$ cat src/hw/ddr3_pkg.sv
package ddr3_pkg;

    ////////////////////
    // Geometry of one x8 part
    localparam int ROW_W = 15;  // A14..A0
    localparam int COL_W = 10;  // A9..A0 on column commands
    localparam int BA_W  = 3;   // Eight banks
    localparam int DQ_W  = 8;

    localparam int BURST_LEN = 8;                 // BL8 only
    localparam int BURST_W   = BURST_LEN * DQ_W;  // One whole burst

    ////////////////////
    // Commands the sequencer can place on the bus
    typedef enum logic [2:0] {
        NOP,
        ACT,   // Open a row
        WR,
        RD,
        PRE,   // Close one bank, or all with A10
        REF,
        ZQCL   // Long calibration after reset
    } cmd_e;

    // Column commands read A14..A0 this way
    typedef struct packed {
        logic [1:0]       a13_14;
        logic             bl8;     // A12, high for BL8 on the fly
        logic             a11;
        logic             a10;     // Auto precharge on WR/RD, all banks on PRE
        logic [COL_W-1:0] column;
    } col_view_t;

    // Same address pins, decoded by the command that goes with them
    typedef union packed {
        logic [ROW_W-1:0] row_addr;  // ACT
        col_view_t        col_addr;  // WR, RD, PRE, ZQCL
    } dram_addr_u;

    ////////////////////
    // Port structs
    typedef struct packed {
        logic            cs_n;
        logic            ras_n;
        logic            cas_n;
        logic            we_n;
        logic [BA_W-1:0] ba;
        dram_addr_u      addr;
    } dram_cmd_t;

    typedef logic [BURST_W-1:0] burst_t;  // Beat 0 in bits 7:0

    typedef struct packed {
        logic             is_write;  // Else read
        logic [BA_W-1:0]  ba;
        logic [ROW_W-1:0] row;
        dram_addr_u       col;       // Column view
        burst_t           wdata;
    } host_req_t;

    // Chip deselected, acts as NOP
    localparam dram_cmd_t DESELECT = dram_cmd_t'({4'b1111, {(BA_W + ROW_W){1'b0}}});

endpackage

$ cat src/hw/ddr3_init_seq.sv
`timescale 1ns/1ps

module ddr3_init_seq #(
    parameter int RESET_CYCLES = 10
) (
    input  logic                CLK,
    input  logic                rst,
    output logic                dram_reset_n,
    output ddr3_pkg::dram_cmd_t init_cmd,
    output logic                init_done
);

    localparam int CNT_W = $clog2(RESET_CYCLES + 1);

    typedef enum logic [1:0] {
        S_HOLD,  // RESET# low
        S_ZQ,    // Single ZQCL slot
        S_DONE
    } init_state_e;

    init_state_e      state;
    logic [CNT_W-1:0] hold_cnt;  // Cycles spent in S_HOLD

    ////////////////////
    // Sequence
    always_ff @(posedge CLK or posedge rst) begin
        if (rst) begin
            state    <= S_HOLD;
            hold_cnt <= '0;
        end else begin
            case (state)
                S_HOLD: begin
                    if (hold_cnt == CNT_W'(RESET_CYCLES - 1)) begin
                        state <= S_ZQ;  // Last low cycle
                    end
                    hold_cnt <= hold_cnt + 1'b1;
                end
                S_ZQ: begin
                    state <= S_DONE;  // ZQCL lasts one cycle
                end
                default: begin
                    state <= S_DONE;  // Terminal until next rst
                end
            endcase
        end
    end

    assign dram_reset_n = (state != S_HOLD);  // Released with the ZQ slot
    assign init_done    = (state == S_DONE);

    // ZQCL is CS/WE low, RAS/CAS high, A10 high
    always_comb begin
        init_cmd = ddr3_pkg::DESELECT;
        if (state == S_ZQ) begin
            init_cmd.cs_n              = 1'b0;
            init_cmd.we_n              = 1'b0;
            init_cmd.addr.col_addr.a10 = 1'b1;  // Long form
        end
    end

    // Calibration runs once per rst
    a_done_sticky: assert property (@(posedge CLK) disable iff (rst)
        init_done |=> init_done);

endmodule

$ cat src/hw/ddr3_access_fsm.sv
`timescale 1ns/1ps

module ddr3_access_fsm #(
    parameter int T_RCD = 10,   // ACT to column command, at least 2
    parameter int T_RFC = 103,  // NOP cycles after REF
    parameter int WL    = 7,    // WR to first beat, at least 2
    parameter int RL    = 5     // RD to first beat, at least 2
) (
    input  logic                CLK,
    input  logic                rst,
    input  ddr3_pkg::dram_cmd_t init_cmd,
    input  logic                init_done,
    input  logic                acc_req,
    input  ddr3_pkg::host_req_t acc,
    output logic                acc_ack,
    input  logic                ref_req,
    output logic                ref_ack,
    output ddr3_pkg::dram_cmd_t cmd,
    output logic                burst_start,
    output logic                burst_write,
    output ddr3_pkg::burst_t    wdata,
    input  ddr3_pkg::burst_t    rdata_in,
    output ddr3_pkg::burst_t    rdata
);

    // Longest wait the shared counter has to hold
    localparam int MAX_A = (T_RFC > T_RCD) ? T_RFC : T_RCD;
    localparam int MAX_B = (WL > RL) ? WL : RL;
    localparam int MAX_C = (MAX_A > MAX_B) ? MAX_A : MAX_B;
    localparam int MAX_T = (MAX_C > ddr3_pkg::BURST_LEN) ? MAX_C : ddr3_pkg::BURST_LEN;
    localparam int CNT_W = $clog2(MAX_T + 1);

    typedef enum logic [3:0] {
        S_IDLE,
        S_REF,       // REF on the bus
        S_REF_WAIT,  // tRFC
        S_ACT,       // ACT on the bus
        S_BANK_ACT,  // Rest of tRCD
        S_COL,       // WR or RD on the bus
        S_LAT,       // Rest of WL or RL
        S_BURST,     // Eight beats on DQ
        S_PRE,
        S_RELEASE    // Ack high, wait for req low
    } acc_state_e;

    acc_state_e          state;
    acc_state_e          state_d;
    logic [CNT_W-1:0]    cnt;         // Shared down-counter
    logic [CNT_W-1:0]    cnt_d;
    logic [CNT_W-1:0]    lat_load;
    ddr3_pkg::cmd_e      op_d;        // Command for the next cycle
    ddr3_pkg::dram_cmd_t cmd_d;
    ddr3_pkg::host_req_t req_q;       // Held for the whole access
    ddr3_pkg::host_req_t src;         // Address source for the encoder
    logic                accept;
    logic                release_hs;

    assign lat_load    = req_q.is_write ? CNT_W'(WL - 2) : CNT_W'(RL - 2);
    assign burst_start = (state == S_LAT) && (cnt == '0);  // One cycle before beat 0
    assign burst_write = req_q.is_write;
    assign wdata       = req_q.wdata;

    // Falling edge of whichever request is being acknowledged
    assign release_hs = (state == S_RELEASE) &&
                        ((acc_ack && !acc_req) || (ref_ack && !ref_req));

    ////////////////////
    // Next state
    always_comb begin
        state_d = state;
        cnt_d   = (cnt != '0) ? cnt - 1'b1 : cnt;
        op_d    = ddr3_pkg::NOP;
        accept  = 1'b0;
        case (state)
            S_IDLE: begin
                if (init_done && ref_req) begin
                    state_d = S_REF;  // Refresh wins a tie
                    op_d    = ddr3_pkg::REF;
                end else if (init_done && acc_req) begin
                    state_d = S_ACT;
                    op_d    = ddr3_pkg::ACT;
                    accept  = 1'b1;
                end
            end
            S_REF: begin
                state_d = S_REF_WAIT;
                cnt_d   = CNT_W'(T_RFC - 1);
            end
            S_REF_WAIT: begin
                if (cnt == '0) begin
                    state_d = S_RELEASE;
                end
            end
            S_ACT: begin
                state_d = S_BANK_ACT;
                cnt_d   = CNT_W'(T_RCD - 2);  // ACT slot counts toward tRCD
            end
            S_BANK_ACT: begin
                if (cnt == '0) begin
                    state_d = S_COL;
                    if (req_q.is_write) begin
                        op_d = ddr3_pkg::WR;
                    end else begin
                        op_d = ddr3_pkg::RD;
                    end
                end
            end
            S_COL: begin
                state_d = S_LAT;
                cnt_d   = lat_load;
            end
            S_LAT: begin
                if (cnt == '0) begin
                    state_d = S_BURST;
                    cnt_d   = CNT_W'(ddr3_pkg::BURST_LEN - 1);
                end
            end
            S_BURST: begin
                if (cnt == '0) begin
                    state_d = S_PRE;
                    op_d    = ddr3_pkg::PRE;
                end
            end
            S_PRE: begin
                state_d = S_RELEASE;
            end
            S_RELEASE: begin
                if (release_hs) begin
                    state_d = S_IDLE;
                end
            end
            default: begin
                state_d = S_IDLE;
            end
        endcase
    end

    ////////////////////
    // Command encoder, row or column view of the address
    assign src = (state == S_IDLE) ? acc : req_q;  // ACT leaves before req_q loads

    always_comb begin
        cmd_d = ddr3_pkg::DESELECT;
        case (op_d)
            ddr3_pkg::ACT: begin
                cmd_d.cs_n          = 1'b0;
                cmd_d.ras_n         = 1'b0;
                cmd_d.ba            = src.ba;
                cmd_d.addr.row_addr = src.row;
            end
            ddr3_pkg::WR, ddr3_pkg::RD: begin
                cmd_d.cs_n              = 1'b0;
                cmd_d.cas_n             = 1'b0;
                cmd_d.we_n              = (op_d == ddr3_pkg::RD);
                cmd_d.ba                = src.ba;
                cmd_d.addr.col_addr     = src.col.col_addr;
                cmd_d.addr.col_addr.bl8 = 1'b1;  // Burst fixed at 8
            end
            ddr3_pkg::PRE: begin
                cmd_d.cs_n              = 1'b0;
                cmd_d.ras_n             = 1'b0;
                cmd_d.we_n              = 1'b0;
                cmd_d.ba                = src.ba;
                cmd_d.addr.col_addr.a10 = src.col.col_addr.a10;  // High closes all banks
            end
            ddr3_pkg::REF: begin
                cmd_d.cs_n  = 1'b0;
                cmd_d.ras_n = 1'b0;
                cmd_d.cas_n = 1'b0;
            end
            default: begin
                cmd_d = ddr3_pkg::DESELECT;  // NOP
            end
        endcase
    end

    always_ff @(posedge CLK or posedge rst) begin
        if (rst) begin
            state   <= S_IDLE;
            cnt     <= '0;
            cmd     <= ddr3_pkg::DESELECT;
            acc_ack <= 1'b0;
            ref_ack <= 1'b0;
        end else begin
            state <= state_d;
            cnt   <= cnt_d;
            cmd   <= init_done ? cmd_d : init_cmd;  // Init owns the bus first
            if (state == S_PRE) begin
                acc_ack <= 1'b1;
            end
            if ((state == S_REF_WAIT) && (cnt == '0)) begin
                ref_ack <= 1'b1;
            end
            if (release_hs) begin
                acc_ack <= 1'b0;
                ref_ack <= 1'b0;
            end
        end
    end

    // Request and read data
    always_ff @(posedge CLK) begin
        if (accept) begin
            req_q <= acc;
        end
        if (state == S_PRE) begin
            rdata <= rdata_in;  // Last beat landed at the PRE edge
        end
    end

    ////////////////////
    // Handshake checks
    a_acc_ack_req: assert property (@(posedge CLK) disable iff (rst)
        $rose(acc_ack) |-> acc_req);
    a_ref_ack_req: assert property (@(posedge CLK) disable iff (rst)
        $rose(ref_ack) |-> ref_req);
    a_one_ack: assert property (@(posedge CLK) disable iff (rst)
        !(acc_ack && ref_ack));

endmodule

$ cat src/hw/ddr3_dq_burst.sv
`timescale 1ns/1ps

module ddr3_dq_burst (
    input  logic                      CLK,
    input  logic                      rst,
    input  logic                      burst_start,
    input  logic                      burst_write,
    input  ddr3_pkg::burst_t          wdata,
    input  logic [ddr3_pkg::DQ_W-1:0] dq_in,
    output logic [ddr3_pkg::DQ_W-1:0] dq_out,
    output logic                      dq_oe,
    output logic                      dqs,
    output ddr3_pkg::burst_t          rdata
);

    localparam int BEAT_W = $clog2(ddr3_pkg::BURST_LEN);

    logic                      busy;       // Beat cycles
    logic                      wr_q;       // Direction of current burst
    logic [BEAT_W-1:0]         beat;
    logic                      last_beat;
    logic [ddr3_pkg::DQ_W-1:0] beat_in;    // Byte entering at the top
    ddr3_pkg::burst_t          shift_q;

    assign last_beat = (beat == BEAT_W'(ddr3_pkg::BURST_LEN - 1));
    assign beat_in   = wr_q ? '0 : dq_in;

    ////////////////////
    // Beat counter, OE and strobe
    always_ff @(posedge CLK or posedge rst) begin
        if (rst) begin
            busy  <= 1'b0;
            wr_q  <= 1'b0;
            beat  <= '0;
            dq_oe <= 1'b0;
            dqs   <= 1'b0;
        end else if (burst_start) begin
            busy  <= 1'b1;
            wr_q  <= burst_write;
            beat  <= '0;
            dq_oe <= burst_write;
            dqs   <= burst_write;  // Rising strobe with beat 0
        end else if (busy) begin
            beat <= beat + 1'b1;
            if (last_beat) begin
                busy  <= 1'b0;
                dq_oe <= 1'b0;
                dqs   <= 1'b0;  // Postamble low
            end else begin
                dqs <= wr_q & ~dqs;  // Toggles once per beat, reads stay low
            end
        end
    end

    // One register serves both directions
    // Write shifts the low byte out, read shifts DQ in at the top
    always_ff @(posedge CLK) begin
        if (burst_start) begin
            shift_q <= burst_write ? wdata : '0;
        end else if (busy) begin
            shift_q <= {beat_in, shift_q[ddr3_pkg::BURST_W-1:ddr3_pkg::DQ_W]};
        end
    end

    assign dq_out = shift_q[ddr3_pkg::DQ_W-1:0];  // Beat i in burst cycle i
    assign rdata  = shift_q;                      // Beat 0 low after 8 shifts

    ////////////////////
    // Drivers stay off for a whole read burst
    a_read_no_oe: assert property (@(posedge CLK) disable iff (rst)
        (burst_start && !burst_write) |=> (!dq_oe) [*ddr3_pkg::BURST_LEN]);

    // Write drives exactly BURST_LEN beats
    a_write_len: assert property (@(posedge CLK) disable iff (rst)
        (burst_start && burst_write) |=> dq_oe [*ddr3_pkg::BURST_LEN] ##1 !dq_oe);

endmodule

$ cat src/hw/ddr3_seq_top.sv
`timescale 1ns/1ps

module ddr3_seq_top #(
    parameter int RESET_CYCLES = 10,
    parameter int T_RCD        = 10,
    parameter int T_RFC        = 103,
    parameter int WL           = 7,
    parameter int RL           = 5
) (
    input  logic                      CLK,
    input  logic                      rst,
    // Host access handshake
    input  logic                      acc_req,
    input  ddr3_pkg::host_req_t       acc,
    output logic                      acc_ack,
    output ddr3_pkg::burst_t          rdata,
    // Host refresh handshake
    input  logic                      ref_req,
    output logic                      ref_ack,
    // DRAM side
    output logic                      dram_reset_n,
    output ddr3_pkg::dram_cmd_t       cmd,
    output logic [ddr3_pkg::DQ_W-1:0] dq_out,
    output logic                      dq_oe,
    input  logic [ddr3_pkg::DQ_W-1:0] dq_in,
    output logic                      dqs
);

    ddr3_pkg::dram_cmd_t init_cmd;     // Reset and ZQ phase
    logic                init_done;
    logic                burst_start;  // One-cycle pulse
    logic                burst_write;
    ddr3_pkg::burst_t    burst_wdata;
    ddr3_pkg::burst_t    burst_rdata;  // Live shift register

    ////////////////////
    // Power-up
    ddr3_init_seq #(
        .RESET_CYCLES (RESET_CYCLES)
    ) ddr3_init_seq_i (
        .CLK          (CLK),
        .rst          (rst),
        .dram_reset_n (dram_reset_n),
        .init_cmd     (init_cmd),
        .init_done    (init_done)
    );

    // Command sequencing
    ddr3_access_fsm #(
        .T_RCD (T_RCD),
        .T_RFC (T_RFC),
        .WL    (WL),
        .RL    (RL)
    ) ddr3_access_fsm_i (
        .CLK         (CLK),
        .rst         (rst),
        .init_cmd    (init_cmd),
        .init_done   (init_done),
        .acc_req     (acc_req),
        .acc         (acc),
        .acc_ack     (acc_ack),
        .ref_req     (ref_req),
        .ref_ack     (ref_ack),
        .cmd         (cmd),
        .burst_start (burst_start),
        .burst_write (burst_write),
        .wdata       (burst_wdata),
        .rdata_in    (burst_rdata),
        .rdata       (rdata)
    );

    // Data lines and strobe
    ddr3_dq_burst ddr3_dq_burst_i (
        .CLK         (CLK),
        .rst         (rst),
        .burst_start (burst_start),
        .burst_write (burst_write),
        .wdata       (burst_wdata),
        .dq_in       (dq_in),
        .dq_out      (dq_out),
        .dq_oe       (dq_oe),
        .dqs         (dqs),
        .rdata       (burst_rdata)
    );

endmodule

$ cat config.mk
export PLATFORM = sky130hd
export DESIGN_NAME = ddr3_seq_top
export DESIGN_NICKNAME = d
export VERILOG_FILES = /design/src/hw/ddr3_pkg.sv /design/src/hw/ddr3_init_seq.sv /design/src/hw/ddr3_access_fsm.sv /design/src/hw/ddr3_dq_burst.sv /design/src/hw/ddr3_seq_top.sv
export SDC_FILE = /design/constraint.sdc
export NUM_CORES = 1
export LEC_CHECK = 0
export BUFFER_PORTS_ARGS = -buffer_cell sky130_fd_sc_hd__buf_2
export CAP_MARGIN = 25
export CELL_PAD_IN_SITES_DETAIL_PLACEMENT = 0
export CELL_PAD_IN_SITES_GLOBAL_PLACEMENT = 1
export CORE_ASPECT_RATIO = 1.4
export CORE_UTILIZATION = 40
export DETAILED_ROUTE_END_ITERATION = 6
export GPL_TIMING_DRIVEN = 0
export PLACE_DENSITY = 0.71
export SLEW_MARGIN = 20
export SYNTH_ARGS = -nofsm -noshare
export SYNTH_HDL_FRONTEND = slang
export SYNTH_SLANG_ARGS = --single-unit
$ cat constraint.sdc
create_clock -name CLK -period 8 [get_ports CLK]
set_input_delay 0.4 -clock CLK [delete_from_list [all_inputs] [get_ports CLK]]
set_output_delay 0.4 -clock CLK [all_outputs]
set_load 0.1 [all_outputs]
==> impl_metrics.csv <==
group,metric,value,unit
pwr,p_per_area,331,nW/um^2
logic_synthesis,yosysSeqAreaShare,0.766,
floorplan,io_pins,209,
finish,layout_commonest_cell,"buf_2",
detailed_routing,wl_per_cell,17.2,um
clocking,insertion_delay,0.52,ns
detailed_routing,dr_total_vias,5995,
global_route,grt_pass1_vias,6268,
sta,rsz0062_at_grt,"false",
outcome,status,"finished clean",
global_route,grt_pass1_wl,33400,um
logic_synthesis,synth.distinct_cells,56,
pwr,seqPwrFrac,0.463,
flow_run,drv_cap,0,
logic_synthesis,synth_edf_count,210,
floorplan,dieArea,25100,um^2
pwr,power.net_switching,1.36,mW
finish,drive_gt1_frac,0.322,
detailed_routing,drt_first_pass_iters,5,
finish,multi_input_area,1980,um^2
critical_path,reg2reg_from,"ddr3_access_fsm_i.cnt[0]",
floorplan,core_area,24000,um^2
critical_path,arrival,3.32,ns
clocking,cts_tree,"yes",
sta,fin_crit,3.12,ns
finish,mostFrequentLayoutCells,"buf_2, edfxtp_1, nand2_1",
sta,hold_violations,0,
finish,postLayoutCoreUtil,0.505,
sta,fin_setup_tns,0,ns
placement,hpwlAfterDp,15300,um
pwr,p_int,2.64,mW
sta,fin_crit_sh,0.390,
logic_synthesis,ys_seq_elements,258,
clocking,numCtsBuffers,25,
sta,maxSlewHeadroom,0.409,
critical_path,crit_type,"flop to flop",
critical_path,rr_worst_depth,9,
hold_path,min_from,"acc[26]",
floorplan,die_h,187,um
sta,setup_viol,0,
logic_synthesis,synth_cells,678,
placement,portBuffers,207,
pwr,power_switching_share,0.340,
detailed_routing,ant_nets,0,
floorplan,start_util,0.409,
critical_path,r2r_setup_slack,4.88,ns
clocking,root_buffer,"clkbuf_16",
sta,worstMarginPinSlew,0.887,ns
placement,dp_slack,4.81,ns
clocking,cts_resized,0,
pwr,combPwrFrac,0.261,
critical_path,crit_fanout,42,
detailed_routing,drc,0,
logic_synthesis,async_reset_ff_frac,0.186,
detailed_routing,viasPerCell,4.81,
hold_path,hold_depth,1,
clocking,clock_sinks,258,
placement,placed_area,11300,um^2
sta,holdWs,0.0560,ns
clocking,post_cts_buffers,0,
global_route,overflow,0,
global_route,gr-usage-all-layers,0.174,
finish,nNetsFinal,1033,
clocking,clkSlewWorstSetupHoldPaths,0.06,ns
hold_path,hold_end,"ddr3_access_fsm_i.wdata[26]",
finish,final_cell_area,12100,um^2
critical_path,timing.rr.end,"ddr3_dq_burst_i.rdata[1]",
clocking,clockBufferDepth,3,
global_route,antenna_found_initial,1,
pwr,clkPwrFrac,0.276,
logic_synthesis,yosys_warnings,0,
critical_path,cp.required,8.19,ns
detailed_routing,drt-total-wl,21500,um
clocking,cts_hold_buf,1,
critical_path,crit_path_end_kind,"flop",
placement,gp_congestion,0.793,
logic_synthesis,avgSynthCellArea,14.5,um^2
global_route,grt_max_degree,92,
critical_path,start_kind,"flop",
floorplan,std_cell_rows,67,
pwr,peakVddDrop,0.180,mV
sta,finalWorstSetupSlack,4.88,ns
pwr,leakagePower,4.94,nW
detailed_routing,drt_iter0_markers,270,
finish,regArea,7510,um^2
hold_path,min_path_type,"input port to flop",
sta,slew_violations,0,
clocking,cts.htree.levels,1,
floorplan,die_x,134,um
sta,finalClockSkew,0.0104,ns
finish,area_growth,23.5,%
sta,clock.fmax,320,MHz
logic_synthesis,syn-num-nets,794,
logic_synthesis,netlist_area,9800,um^2
logic_synthesis,synth_flop_cell,"edfxtp_1",
finish,nFillCells,2116,
[worst max-delay path, stage by stage (launching register included)]
cell and delay [ns]:
dfrtp_1 0.41, inv_1 0.07, ha_1 0.21, or3b_4 0.43
nor4_4 0.23, buf_6 0.20, nand3_2 0.20, clkbuf_1 0.33
nand2_4 0.38, buf_12 0.29
[power groups by stage]
stage	combinational (mW)	sequential, mW	clock (mW)
floorplan	0.536	2.14	0
global placement	1.02	1.90	0
detailed placement	1.05	1.89	0
CTS	1.06	1.86	1.13
global route	1.13	1.88	1.19
finish	1.04	1.86	1.10
[flip-flops by register name, indices dropped and copies added (netlist names)]
register	cells
ddr3_dq_burst_i.busy	1
ddr3_init_seq_i.hold_cnt	4
ddr3_dq_burst_i.wr_q	1
ddr3_access_fsm_i.burst_write	1
ddr3_access_fsm_i.ref_ack	1
ddr3_dq_burst_i.rdata	64
ddr3_access_fsm_i.cnt	7
ddr3_dq_burst_i.dqs	1
ddr3_access_fsm_i.cmd	22
ddr3_access_fsm_i.req_q	17
ddr3_dq_burst_i.dq_oe	1
ddr3_access_fsm_i.acc_ack	1
ddr3_dq_burst_i.beat	3
ddr3_access_fsm_i.rdata	64
ddr3_access_fsm_i.state	4
ddr3_init_seq_i.state	2
ddr3_access_fsm_i.wdata	64
[worst max-delay path by stage]
stage / start / endpoint / slack, ns / cells past startpoint
2_1_floorplan: ddr3_access_fsm_i.cnt[0] / ddr3_dq_burst_i.rdata[0] / 4.54 / 8
5_1_grt: ddr3_access_fsm_i.cnt[0] / ddr3_dq_burst_i.rdata[1] / 4.67 / 9
3_3_place_gp: ddr3_access_fsm_i.cnt[0] / ddr3_dq_burst_i.rdata[3] / 3.30 / 8
3_5_place_dp: ddr3_access_fsm_i.cnt[0] / ddr3_dq_burst_i.rdata[3] / 4.81 / 9
6_report: ddr3_access_fsm_i.cnt[0] / ddr3_dq_burst_i.rdata[1] / 4.88 / 9
4_1_cts: ddr3_access_fsm_i.cnt[0] / ddr3_dq_burst_i.rdata[33] / 4.80 / 9
[cell families after synthesis]
group	after synthesis	share of synthesized area
AOI/OAI and AO/OA	59	0.0440
buffers and inverters	60	0.0336
and+or+nand+nor	279	0.133
xor gates and xnor gates	9	0.00804
muxes	7	0.00727
adders and majority gates	6	0.00766
DFF	258	0.766
[area by class of cell]
type                       instances  area share
sequential                       258       0.620
multi-input combinational        360       0.163
timing repair buffer             212      0.0942
clock buffer                      35      0.0564
buffer                            44      0.0222
antenna                            1    0.000207
clock inverter                    11     0.00661
tap                              310      0.0320
inverter                          16     0.00496
[Yosys cell counts, drive strengths merged (9+ instances only)]
master / count / area share
a22oi: 12 / 0.013
o21ai: 9 / 0.0046
inv: 16 / 0.0061
nand2: 138 / 0.053
nor2: 38 / 0.017
nand3: 70 / 0.036
edfxtp: 210 / 0.64
dfrtp: 44 / 0.11
clkbuf: 18 / 0.0069
a21oi: 18 / 0.0092
buf: 26 / 0.021
nand3b: 9 / 0.0073
[metrics by stage]
step / instances / total power, mW
floorplan: 678 / 2.68
global placement: 1195 / 2.92
detailed placement: 1199 / 2.94
CTS: 1246 / 4.05
finish: 1247 / 4.01
global route: 1247 / 4.20
[per-layer routing]
| metal | up-vias | share of wire | track usage |
|---|---|---|---|
| met3 | 31 | 0.071 | 0.0385 |
| met2 | 211 | 0.52 | 0.317 |
| met5 | - | 0 | 0 |
| met4 | 0 | 0.020 | 0.0471 |
| li1 | 2907 | - | - |
| met1 | 2846 | 0.39 | 0.204 |
Note: power is estimated with default switching activity, not from simulation.
